===== config.mk =====
export PLATFORM = sky130hd
export DESIGN_NAME = frontend
export DESIGN_NICKNAME = d
export VERILOG_FILES = /design/src/design/fetch_pkg.sv /design/src/design/bht.sv /design/src/design/fetch_queue.sv /design/src/design/frontend.sv /design/src/design/instr_scan.sv /design/src/design/pc_gen.sv
export SDC_FILE = /design/constraint.sdc
export NUM_CORES = 1
export LEC_CHECK = 0
export ABC_AREA = 1
export BUFFER_PORTS_ARGS = -buffer_cell sky130_fd_sc_hd__buf_2
export CAP_MARGIN = 20
export CORE_MARGIN = 3
export CORE_UTILIZATION = 35
export DETAILED_ROUTE_END_ITERATION = 6
export RECOVER_POWER = 50
export REMOVE_ABC_BUFFERS = 1
export SYNTH_ARGS = -nofsm -noshare
export SYNTH_HDL_FRONTEND = slang
export SYNTH_HIERARCHICAL = 1
export SYNTH_SLANG_ARGS = --single-unit

===== constraint.sdc =====
create_clock -name clk_i -period 7.9 [get_ports clk_i]
set_input_delay 1.58 -clock clk_i [delete_from_list [all_inputs] [get_ports clk_i]]
set_output_delay 1.58 -clock clk_i [all_outputs]
set_load 0.005 [all_outputs]

===== src/design/fetch_pkg.sv =====
package fetch_pkg;

  // --------------------
  // widths
  // --------------------
  // fetch address, byte granular
  typedef logic [31:0] vaddr_t;
  // one uncompressed instruction word
  typedef logic [31:0] instr_t;
  // saturating two-bit history counter
  typedef logic [1:0]  bht_cnt_t;
  // table index, address bits 5:2
  typedef logic [3:0]  bht_idx_t;

  // --------------------
  // encodings
  // --------------------
  // control flow class of a fetched word
  typedef enum logic [1:0] {
    cf_none,
    cf_branch,
    cf_jump
  } cf_e;

  // pc generator: first cycle after reset loads the boot address
  typedef enum logic {
    pc_boot_load,
    pc_run
  } pc_state_e;

  // --------------------
  // sizes and constants
  // --------------------
  localparam int unsigned BHT_ENTRIES = 16;
  localparam int unsigned QUEUE_DEPTH = 4;
  // uncompressed only, so every step is one word
  localparam int unsigned INSTR_BYTES = 4;

  // rv32i major opcodes seen by the scanner
  localparam logic [6:0] OPCODE_BRANCH = 7'b1100011;
  localparam logic [6:0] OPCODE_JAL    = 7'b1101111;

endpackage


===== src/design/bht.sv =====
`timescale 1ns/100ps

module bht
  import fetch_pkg::*;
(
  input  logic   clk_i,
  input  logic   rst_ni,
  // lookup for the word arriving from memory
  input  vaddr_t lookup_pc_i,
  output logic   valid_o,
  output logic   taken_o,
  // training from resolved branches
  input  logic   update_i,
  input  vaddr_t update_pc_i,
  input  logic   update_taken_i
);

  bht_cnt_t               cnt_q [BHT_ENTRIES];
  logic [BHT_ENTRIES-1:0] valid_q;
  bht_idx_t               lookup_idx;
  bht_idx_t               update_idx;
  bht_cnt_t               cnt_d;

  // word aligned, so the index skips the two low bits
  assign lookup_idx = lookup_pc_i[5:2];
  assign update_idx = update_pc_i[5:2];

  // combinational read, msb of the counter is the prediction
  assign valid_o = valid_q[lookup_idx];
  assign taken_o = cnt_q[lookup_idx][1];

  // --------------------
  // counter update
  // --------------------
  always_comb begin
    cnt_d = cnt_q[update_idx];
    if (!valid_q[update_idx]) begin
      // first sighting starts weakly in the resolved direction
      cnt_d = update_taken_i ? bht_cnt_t'(2) : bht_cnt_t'(1);
    end else if (update_taken_i && cnt_q[update_idx] != bht_cnt_t'(3)) begin
      cnt_d = cnt_q[update_idx] + bht_cnt_t'(1);
    end else if (!update_taken_i && cnt_q[update_idx] != bht_cnt_t'(0)) begin
      cnt_d = cnt_q[update_idx] - bht_cnt_t'(1);
    end
  end

  // write lands at the edge, so a lookup sees it next cycle
  always_ff @(posedge clk_i or negedge rst_ni) begin
    if (!rst_ni) begin
      valid_q <= '0;
      for (int i = 0; i < BHT_ENTRIES; i++) begin
        cnt_q[i] <= '0;
      end
    end else if (update_i) begin
      valid_q[update_idx] <= 1'b1;
      cnt_q[update_idx]   <= cnt_d;
    end
  end

endmodule


===== src/design/fetch_queue.sv =====
`timescale 1ns/100ps

module fetch_queue
  import fetch_pkg::*;
(
  input  logic   clk_i,
  input  logic   rst_ni,
  input  logic   flush_i,
  // write side from pc_gen
  input  logic   push_i,
  input  vaddr_t pc_i,
  input  instr_t instr_i,
  input  logic   pred_taken_i,
  input  vaddr_t pred_target_i,
  output logic   space_o,
  // read side toward decode
  output logic   fetch_valid_o,
  input  logic   fetch_ready_i,
  output vaddr_t fetch_pc_o,
  output instr_t fetch_instr_o,
  output logic   fetch_pred_taken_o,
  output vaddr_t fetch_pred_target_o
);

  typedef logic [$clog2(QUEUE_DEPTH)-1:0] ptr_t;
  typedef logic [$clog2(QUEUE_DEPTH):0]   cnt_t;

  // entry storage
  vaddr_t pc_q     [QUEUE_DEPTH];
  instr_t instr_q  [QUEUE_DEPTH];
  logic   taken_q  [QUEUE_DEPTH];
  vaddr_t target_q [QUEUE_DEPTH];

  ptr_t rd_ptr_q, wr_ptr_q;
  cnt_t cnt_q, cnt_next;
  logic pop;

  assign fetch_valid_o = (cnt_q != '0);
  assign pop           = fetch_valid_o & fetch_ready_i;

  // head stays put until popped, so data is stable under back-pressure
  assign fetch_pc_o          = pc_q[rd_ptr_q];
  assign fetch_instr_o       = instr_q[rd_ptr_q];
  assign fetch_pred_taken_o  = taken_q[rd_ptr_q];
  assign fetch_pred_target_o = target_q[rd_ptr_q];

  // two free slots: one for a push next cycle, one spare
  assign cnt_next = cnt_q + cnt_t'(push_i) - cnt_t'(pop);
  assign space_o  = (cnt_next <= cnt_t'(QUEUE_DEPTH - 2));

  // --------------------
  // pointers and count
  // --------------------
  // depth is a power of two, pointers wrap on their own
  always_ff @(posedge clk_i or negedge rst_ni) begin
    if (!rst_ni) begin
      rd_ptr_q <= '0;
      wr_ptr_q <= '0;
      cnt_q    <= '0;
    end else if (flush_i) begin
      rd_ptr_q <= '0;
      wr_ptr_q <= '0;
      cnt_q    <= '0;
    end else begin
      if (push_i) wr_ptr_q <= wr_ptr_q + ptr_t'(1);
      if (pop)    rd_ptr_q <= rd_ptr_q + ptr_t'(1);
      cnt_q <= cnt_next;
    end
  end

  always_ff @(posedge clk_i) begin
    if (push_i) begin
      pc_q[wr_ptr_q]     <= pc_i;
      instr_q[wr_ptr_q]  <= instr_i;
      taken_q[wr_ptr_q]  <= pred_taken_i;
      target_q[wr_ptr_q] <= pred_target_i;
    end
  end

endmodule


===== src/design/frontend.sv =====
`timescale 1ns/100ps

module frontend
  import fetch_pkg::*;
(
  input  logic   clk_i,
  input  logic   rst_ni,
  input  vaddr_t boot_addr_i,
  // instruction memory, answers one cycle after each request
  output logic   imem_req_o,
  output vaddr_t imem_addr_o,
  input  logic   imem_valid_i,
  input  instr_t imem_rdata_i,
  // decode handshake
  output logic   fetch_valid_o,
  input  logic   fetch_ready_i,
  output vaddr_t fetch_pc_o,
  output instr_t fetch_instr_o,
  output logic   fetch_pred_taken_o,
  output vaddr_t fetch_pred_target_o,
  // resolved control flow from execute
  input  logic   resolve_valid_i,
  input  vaddr_t resolve_pc_i,
  input  logic   resolve_branch_i,
  input  logic   resolve_taken_i,
  input  logic   resolve_mispredict_i,
  input  vaddr_t resolve_target_i,
  // trap entry and return
  input  logic   ex_valid_i,
  input  vaddr_t trap_vector_i,
  input  logic   eret_i,
  input  vaddr_t epc_i
);

  cf_e    scan_cf;
  vaddr_t scan_imm;
  logic   bht_valid, bht_taken;
  logic   bht_update, mispredict;
  logic   queue_space, queue_push, queue_flush;
  vaddr_t resp_pc;
  logic   pred_taken;
  vaddr_t pred_target;

  // only conditional branches train the table
  assign bht_update = resolve_valid_i & resolve_branch_i;
  assign mispredict = resolve_valid_i & resolve_mispredict_i;

  // --------------------
  // scan and predict
  // --------------------
  instr_scan i_instr_scan (
    .instr_i (imem_rdata_i),
    .cf_o    (scan_cf),
    .imm_o   (scan_imm)
  );

  bht i_bht (
    .clk_i,
    .rst_ni,
    .lookup_pc_i    (resp_pc),
    .valid_o        (bht_valid),
    .taken_o        (bht_taken),
    .update_i       (bht_update),
    .update_pc_i    (resolve_pc_i),
    .update_taken_i (resolve_taken_i)
  );

  pc_gen i_pc_gen (
    .clk_i,
    .rst_ni,
    .boot_addr_i,
    .ex_valid_i,
    .trap_vector_i,
    .eret_i,
    .epc_i,
    .mispredict_i        (mispredict),
    .mispredict_target_i (resolve_target_i),
    .resp_valid_i        (imem_valid_i),
    .resp_cf_i           (scan_cf),
    .resp_imm_i          (scan_imm),
    .bht_valid_i         (bht_valid),
    .bht_taken_i         (bht_taken),
    .queue_space_i       (queue_space),
    .imem_req_o,
    .imem_addr_o,
    .resp_pc_o           (resp_pc),
    .push_o              (queue_push),
    .pred_taken_o        (pred_taken),
    .pred_target_o       (pred_target),
    .flush_o             (queue_flush)
  );

  // --------------------
  // queue toward decode
  // --------------------
  fetch_queue i_fetch_queue (
    .clk_i,
    .rst_ni,
    .flush_i             (queue_flush),
    .push_i              (queue_push),
    .pc_i                (resp_pc),
    .instr_i             (imem_rdata_i),
    .pred_taken_i        (pred_taken),
    .pred_target_i       (pred_target),
    .space_o             (queue_space),
    .fetch_valid_o,
    .fetch_ready_i,
    .fetch_pc_o,
    .fetch_instr_o,
    .fetch_pred_taken_o,
    .fetch_pred_target_o
  );

endmodule


===== src/design/instr_scan.sv =====
`timescale 1ns/100ps

module instr_scan
  import fetch_pkg::*;
(
  input  instr_t instr_i,
  output cf_e    cf_o,
  output vaddr_t imm_o
);

  // sign-extended immediates of both formats, picked by opcode below
  vaddr_t b_imm;
  vaddr_t j_imm;

  // b-type: imm[12|10:5] in 31:25, imm[4:1|11] in 11:7
  assign b_imm = {{20{instr_i[31]}},
                  instr_i[7],
                  instr_i[30:25],
                  instr_i[11:8],
                  1'b0};

  // j-type: imm[20|10:1|11|19:12] in 31:12
  assign j_imm = {{12{instr_i[31]}},
                  instr_i[19:12],
                  instr_i[20],
                  instr_i[30:21],
                  1'b0};

  // classify on the major opcode only
  always_comb begin
    cf_o  = cf_none;
    imm_o = '0;
    case (instr_i[6:0])
      OPCODE_BRANCH: begin
        cf_o  = cf_branch;
        imm_o = b_imm;
      end
      OPCODE_JAL: begin
        cf_o  = cf_jump;
        imm_o = j_imm;
      end
      // jalr and everything else is left to execute
      default: begin
        cf_o  = cf_none;
        imm_o = '0;
      end
    endcase
  end

endmodule


===== src/design/pc_gen.sv =====
`timescale 1ns/100ps

module pc_gen
  import fetch_pkg::*;
(
  input  logic      clk_i,
  input  logic      rst_ni,
  input  vaddr_t    boot_addr_i,
  // redirects from the back end
  input  logic      ex_valid_i,
  input  vaddr_t    trap_vector_i,
  input  logic      eret_i,
  input  vaddr_t    epc_i,
  input  logic      mispredict_i,
  input  vaddr_t    mispredict_target_i,
  // word arriving from memory, already scanned
  input  logic      resp_valid_i,
  input  cf_e       resp_cf_i,
  input  vaddr_t    resp_imm_i,
  input  logic      bht_valid_i,
  input  logic      bht_taken_i,
  // queue keeps room for the request in flight
  input  logic      queue_space_i,
  output logic      imem_req_o,
  output vaddr_t    imem_addr_o,
  output vaddr_t    resp_pc_o,
  output logic      push_o,
  output logic      pred_taken_o,
  output vaddr_t    pred_target_o,
  output logic      flush_o
);

  pc_state_e state_q, state_d;
  // next address to request
  vaddr_t    npc_q, npc_d;
  // address of the request answered this cycle
  vaddr_t    resp_pc_q;

  assign resp_pc_o   = resp_pc_q;
  assign imem_addr_o = npc_q;

  // any back-end redirect kills the arriving word and the queue
  assign flush_o = ex_valid_i | eret_i | mispredict_i;
  assign push_o  = resp_valid_i & ~flush_o;

  // --------------------
  // prediction
  // --------------------
  assign pred_target_o = resp_pc_q + resp_imm_i;

  always_comb begin
    pred_taken_o = 1'b0;
    if (resp_valid_i) begin
      case (resp_cf_i)
        cf_jump:   pred_taken_o = 1'b1;
        // dynamic if trained, else backward taken
        cf_branch: pred_taken_o = bht_valid_i ? bht_taken_i : resp_imm_i[31];
        default:   pred_taken_o = 1'b0;
      endcase
    end
  end

  // no request while the path changes, the response would be stale
  assign imem_req_o = (state_q == pc_run) & queue_space_i & ~flush_o & ~pred_taken_o;

  // --------------------
  // next pc, later assignments win
  // --------------------
  always_comb begin
    npc_d   = npc_q;
    state_d = state_q;
    case (state_q)
      pc_boot_load: begin
        npc_d   = boot_addr_i;
        state_d = pc_run;
      end
      default: begin
        if (imem_req_o) begin
          npc_d = npc_q + vaddr_t'(INSTR_BYTES);
        end
      end
    endcase
    if (pred_taken_o) npc_d = pred_target_o;
    if (mispredict_i) npc_d = mispredict_target_i;
    if (eret_i)       npc_d = epc_i;
    if (ex_valid_i)   npc_d = trap_vector_i;
  end

  always_ff @(posedge clk_i or negedge rst_ni) begin
    if (!rst_ni) begin
      state_q <= pc_boot_load;
      npc_q   <= '0;
    end else begin
      state_q <= state_d;
      npc_q   <= npc_d;
    end
  end

  // memory answers next cycle, so one slot tracks the in-flight pc
  always_ff @(posedge clk_i) begin
    if (imem_req_o) begin
      resp_pc_q <= npc_q;
    end
  end

endmodule


==> impl_metrics.toml, run 1 <==
[hold_path]
hold_path.class = "reg2reg"
worstHoldEndpoint = "i_bht/valid_q[11]"
hold_path.startpoint = "i_bht/valid_q[11]"
whs_path_depth = 2

[drt]
firstDrtPassIters = 5
via_per_inst = 5.11
via_count = 20138
drtIter0Drc = 1588
routed_wl_um = 78400
ant_nets = 0
wl_per_cell_um = 19.9
route.detailed.drc = 0

[setup_path]
crit_arrival_ps = 5230
crit_chain = "clkbuf_1 > nand2_1 > nor2_1 > and2_2 > inv_1 > ha_1 > o21ai_1 > o21bai_1 > nand2_2 > inv_2 > nor4_2 > buf_2"
cp_max_fo = 21
rrSetupSlack_ps = 2800
critPathKind = "in2out"
startpoint_type = "input pin"
crit_path_max_incr_delay_ps = 1290
r2r_start = "i_pc_gen/resp_pc_o[2]"
worst-r2r-cell-count = 18
crit_path_end_kind = "output port"
reg2reg_to = "i_pc_gen/imem_addr_o[15]"
cp_slowest_cell = "nor2_1"
critPathRequiredTime_ps = 6320

[cts]
cts_hold_buf = 0
cts_setup_buffers = 0
ctsHtreeMaxLevel = 2
cts_tree = "yes"
post_cts_resized = 0
clkSinkCount = 508
clk_latency_ps = 630
cts-root-buf = "clkbuf_16"
cts_buffers = 55
path_clk_slew_ps = 60
cts_max_path_buffers = 3

[layout]
layout_commonest_cell = "nand2_1"
finalInstanceArea_sq_um = 29100
n_antenna_cell = 0
most-common-layout-cells = "nand2_1, edfxtp_1, nor2_1"
fin_nets = 3205
areaGrowthSynthToFinish_pct = 15.0
drive_above_1_share_pct = 13.8
finalNonFillerCells = 3944

[sta]
worst_pin_slew_ps = 3500
hold_viol = 0
fin_crit_sh_pct = 86.2
rsz0062_at_grt = "no"
fin_tns_setup_ps = 0
whs_ps = 476
final_max_slew_viol_count = 381
finalSetupViolCount = 0
fin_worst_skew_ps = 29.1
fmax_mhz = 147
slew_headroom_pct = -133
fin_crit_ps = 6810

[job]
max_cap_violations = 8

[die]
coreArea_sq_um = 70800
row_count = 97
dieArea_sq_um = 75500
boundaryPins = 333
die_h_um = 275
die_w_um = 275
start_util_pct = 35.7

[global_route]
antenna_found_initial = 3
track_usage_pct = 20.3
grt_first_pass_wirelength_um = 117000
grt_max_degree = 88
overflow = 0
grt_pass1_vias = 19180

[logic_synthesis]
yosys_warnings = 6
synth_mux_area_share_pct = 0.158
synthArstFlopShare_pct = 17.3
synth_edf_count = 420
syn_area_per_cell_sq_um = 9.34
syn-cell-area_sq_um = 25300
synth_top_area_share_pct = 49.9
post_synth_main_area_contributors = "edfxtp_1, nand2_1, dfrtp_1, nor2_1, o21ai_0"
synth_compound_area_share_pct = 10.9
synth_flop_cell = "edfxtp_1"
synthAdderAreaFrac_pct = 2.24
synth_top_family_by_area = "simple AND/OR/NAND/NOR gates"
yosysSeqAreaShare_pct = 58.6
synth_cell_type_count = 52
synth-seq-cells = 508
synth-simple-area-share_pct = 20.3
synth_xor_area_share_pct = 0.861
synth_largest_area_cell = "edfxtp_1"
synth_cells = 2707

[power]
leakage_nw = 12.0
finalPower_mw = 6.18
power_density_nw_per_um2 = 212
ir_drop_uv = 169

[placement]
dp.cells = 3842
dp_hpwl_um = 53700
numPortBuffers = 304
place_area_sq_um = 27400
place.gp.congestion = 0.927

[run_status]
violations = "max-capacitance violations, max-slew violations"
outcome = "complete, but fails checks"
-- power breakdown --
part	switching (mW)	internal (mW)
sequential	0.0898	2.98
clock	1.09	1.52
combinational	0.325	0.172
total	1.51	4.67
-- layout make-up --
type                    instances  area [sq um]
clock buffers                  65          1410
clock inverters                37           407
fillers                      7040         41700
inverters                     240           916
multi-input cells            1826          8740
flip-flops and latches        508         14800
well taps                     940          1180
repair buffers                328          1620
-- sequential cells by signal, indices dropped and copies added (netlist names) --
register                cells
i_pc_gen/imem_addr_o       32
i_fetch_queue/pc_q        128
i_fetch_queue/taken_q       4
i_bht/valid_q              16
i_fetch_queue/target_q    128
i_fetch_queue/instr_q     128
i_fetch_queue/cnt_q         3
i_pc_gen/state_q            1
i_fetch_queue/wr_ptr_q      2
i_fetch_queue/rd_ptr_q      2
i_bht/cnt_q                32
i_pc_gen/resp_pc_o         32
-- logic make-up after synthesis --
| family | Yosys count |
|---|---|
| multiplexers | 4 |
| other | 2 |
| buffers and inverters | 373 |
| adder cells (fa/ha/maj) | 44 |
| AO/OA/AOI/OAI | 513 |
| AND/OR/NAND/NOR | 1239 |
| flip-flops | 508 |
| XOR/XNOR | 24 |
-- through the flow --
step / setup slack [ps] / util [%]
final: 1090 / 41.1
after global routing: 763 / 41.1
after CTS: 1510 / 41.3
after detailed placement: 1530 / 38.7
after global placement: 1570 / 38.7
after floorplan: -1080 / -
-- worst max-delay path, delay by kind of cell --
| family | cells | cell delay [ps] |
|---|---|---|
| fa+ha+maj | 1 | 170 |
| buf+inv | 4 | 550 |
| compound gates | 2 | 170 |
| simple gates | 5 | 2750 |
-- synthesized netlist by cell type (13+ instances only) --
library cell	count
nor2_1	305
o22ai_1	99
a21oi_1	103
inv_1	231
o21ai_1	65
nand3_1	127
buf_4	28
edfxtp_1	420
nor3_1	14
buf_2	18
dfrtp_1	88
buf_6	24
clkbuf_1	57
nand2_1	712
or2_2	20
xor2_1	13
ha_1	42
nand4_1	14
o21ai_0	219
-- worst max-delay path by stage --
stage,start,to,slack [ps],depth (start not counted)
after floorplan,resolve_mispredict_i,imem_req_o,-1080,12
after global routing,i_fetch_queue/rd_ptr_q[0],fetch_pred_target_o[6],760,5
final,imem_rdata_i[0],imem_req_o,1090,12
after detailed placement,resolve_mispredict_i,imem_req_o,1530,14
after CTS,resolve_mispredict_i,imem_req_o,1510,14
after global placement,resolve_mispredict_i,imem_req_o,1570,14
-- routing by layer --
layer,GRT usage [%],vias to the layer above,share of wire (%)
li1,-,9671,-
met1,28.4,9677,45
met2,33.3,674,47
met3,3.04,112,6.1
met4,5.06,4,2.2
met5,0,-,0.029
Note: power is estimated with default switching activity, not from simulation.
==> inputs of run 2 (changes only) <==
==> constraint.sdc (replaced) <==
create_clock -name clk_i -period 7.9 [get_ports clk_i]
set_input_delay 1.975 -clock clk_i [delete_from_list [all_inputs] [get_ports clk_i]]
set_output_delay 1.975 -clock clk_i [all_outputs]
set_load 0.005 [all_outputs]
==> impl_metrics.toml, run 2 (synthesis gave the netlist of run 1 again) <==
[sta]
finalSetupViolCount = 0
fin_crit_sh_pct = 91.1
whs_ps = 473
rsz0062_at_grt = "no"
hold_viol = 0
final_max_slew_viol_count = 245
fin_crit_ps = 7200
fmax_mhz = 139
fin_tns_setup_ps = 0
slew_headroom_pct = -161
worst_pin_slew_ps = 3920
fin_worst_skew_ps = 31.6

[cts]
cts_tree = "yes"
cts_hold_buf = 0
cts_setup_buffers = 0
clk_latency_ps = 620
post_cts_resized = 0
cts_max_path_buffers = 3
clkSinkCount = 508
path_clk_slew_ps = 60
ctsHtreeMaxLevel = 2
cts_buffers = 56
cts-root-buf = "clkbuf_16"

[setup_path]
crit_path_end_kind = "output port"
cp_slowest_cell = "nor4_2"
reg2reg_to = "i_pc_gen/imem_addr_o[30]"
worst-r2r-cell-count = 18
crit_arrival_ps = 5220
crit_chain = "clkbuf_1 > clkinv_1 > nand3_1 > clkbuf_1 > nor2_1 > ha_1 > inv_1 > fa_1 > nand3b_1 > a21oi_1 > inv_1 > nor4_2 > buf_4 > buf_2"
crit_path_max_incr_delay_ps = 590
cp_max_fo = 10
critPathKind = "in2out"
critPathRequiredTime_ps = 5930
critical_path_buf_inv_count = 7
rrSetupSlack_ps = 2920
path_delay_family = "simple AND/OR/NAND/NOR gates"
r2r_start = "i_pc_gen/resp_pc_o[2]"
startpoint_type = "input pin"

[run_status]
outcome = "complete, but fails checks"
violations = "max-capacitance violations, max-slew violations"

[die]
die_w_um = 275
row_count = 97
dieArea_sq_um = 75500
start_util_pct = 35.7
coreArea_sq_um = 70800
die_h_um = 275
boundaryPins = 333

[layout]
fin_nets = 3210
finalInstanceArea_sq_um = 29200
top_regs = "i_fetch_queue/instr_q x128, i_fetch_queue/pc_q x128, i_fetch_queue/target_q x128"
areaGrowthSynthToFinish_pct = 15.4
most-common-layout-cells = "nand2_1, edfxtp_1, nor2_1"
fill_cells = 6984
n_antenna_cell = 0
drive_above_1_share_pct = 14.2
layout_commonest_cell = "nand2_1"

[drt]
via_per_inst = 5.07
via_count = 20018
firstDrtPassIters = 7
ant_nets = 0
route.detailed.drc = 0
drtIter0Drc = 1663
routed_wl_um = 78300
wl_per_cell_um = 19.8

[global_route]
met1_usage_pct = 28.4
track_usage_pct = 20.3
antenna_found_initial = 1
grt_pass1_vias = 18864
grt_util_met2_pct = 33.4
grt_max_degree = 111
overflow = 0
grt-busiest-layer = "met2"
grt_first_pass_wirelength_um = 117000
use_met3_pct = 3.08

[power]
leakage_nw = 12.1
power_density_nw_per_um2 = 213
swShare_pct = 24.0
internal_power_mw = 4.73
netSwitchingPower_mw = 1.50
power_frac_comb_pct = 8.0
pwr-share-clk_pct = 42.7
ir_drop_uv = 167
p_seq_share_pct = 49.3

[hold_path]
worstHoldEndpoint = "i_bht/valid_q[9]"
hold_path.startpoint = "i_bht/valid_q[9]"
whs_path_depth = 2
hold_path.class = "reg2reg"

[placement]
dp_hpwl_um = 53700
place_area_sq_um = 27400
place.gp.congestion = 0.942
numPortBuffers = 304

[job]
max_cap_violations = 5
[run 2: worst max path at each step]
stage,startpoint,slack (ps),to,depth (start not counted)
after global routing,rst_ni,340,i_fetch_queue/rd_ptr_q[1],2
after detailed placement,imem_rdata_i[1],910,imem_req_o,12
after CTS,imem_rdata_i[1],910,imem_req_o,12
after global placement,imem_rdata_i[1],970,imem_req_o,12
after floorplan,resolve_mispredict_i,-1870,imem_req_o,12
final,ex_valid_i,700,imem_req_o,14
[run 2: layer usage]
layer	part of all wire, %	vias to the layer above
met1	45	9626
li1	-	9667
met3	5.7	104
met2	47	621
met5	0	-
met4	2.2	0
[run 2: stage by stage]
stage                     instances  worst slack (ps)  total power, mW  util [%]
after detailed placement       3846               906             3.62      38.7
after global routing           3950               344             6.46      41.2
after floorplan                2574             -1870             3.37         -
final                          3950               704             6.23      41.2
after global placement         3846               968             3.62      38.7
after CTS                      3950               909             6.29      41.4
[run 2: area by class of cell]
class / instances / area [sq um] / area share, %
clock buffers: 66 / 1490 / 5.11
flip-flops and latches: 508 / 14800 / 50.8
clock inverters: 38 / 395 / 1.35
inverters: 240 / 916 / 3.14
well taps: 940 / 1180 / 4.03
repair buffers: 332 / 1640 / 5.63
multi-input cells: 1826 / 8740 / 30.0
[run 2: power groups by stage]
stage	Combinational (mW)	Sequential (mW)	Clock [mW]
2_1_floorplan	0.283	3.09	0
3_3_place_gp	0.502	3.12	0
3_5_place_dp	0.506	3.12	0
4_1_cts	0.508	3.06	2.72
5_1_grt	0.562	3.08	2.82
6_report	0.499	3.07	2.66
[run 2: worst reg2reg max path, cell delays in order (launching register included)]
cell and delay, ps:
edfxtp_1 320, clkbuf_1 1150, nor2_1 130, a21oi_1 200
o21ai_0 130, o221ai_1 260, nand2_1 170, inv_1 80
nor2_1 60, o21bai_1 160, nand2_2 300, inv_2 150
buf_4 570, nor3_2 170, nand2_1 100, buf_4 330
inv_2 350, nand2_1 170, nand2_1 60
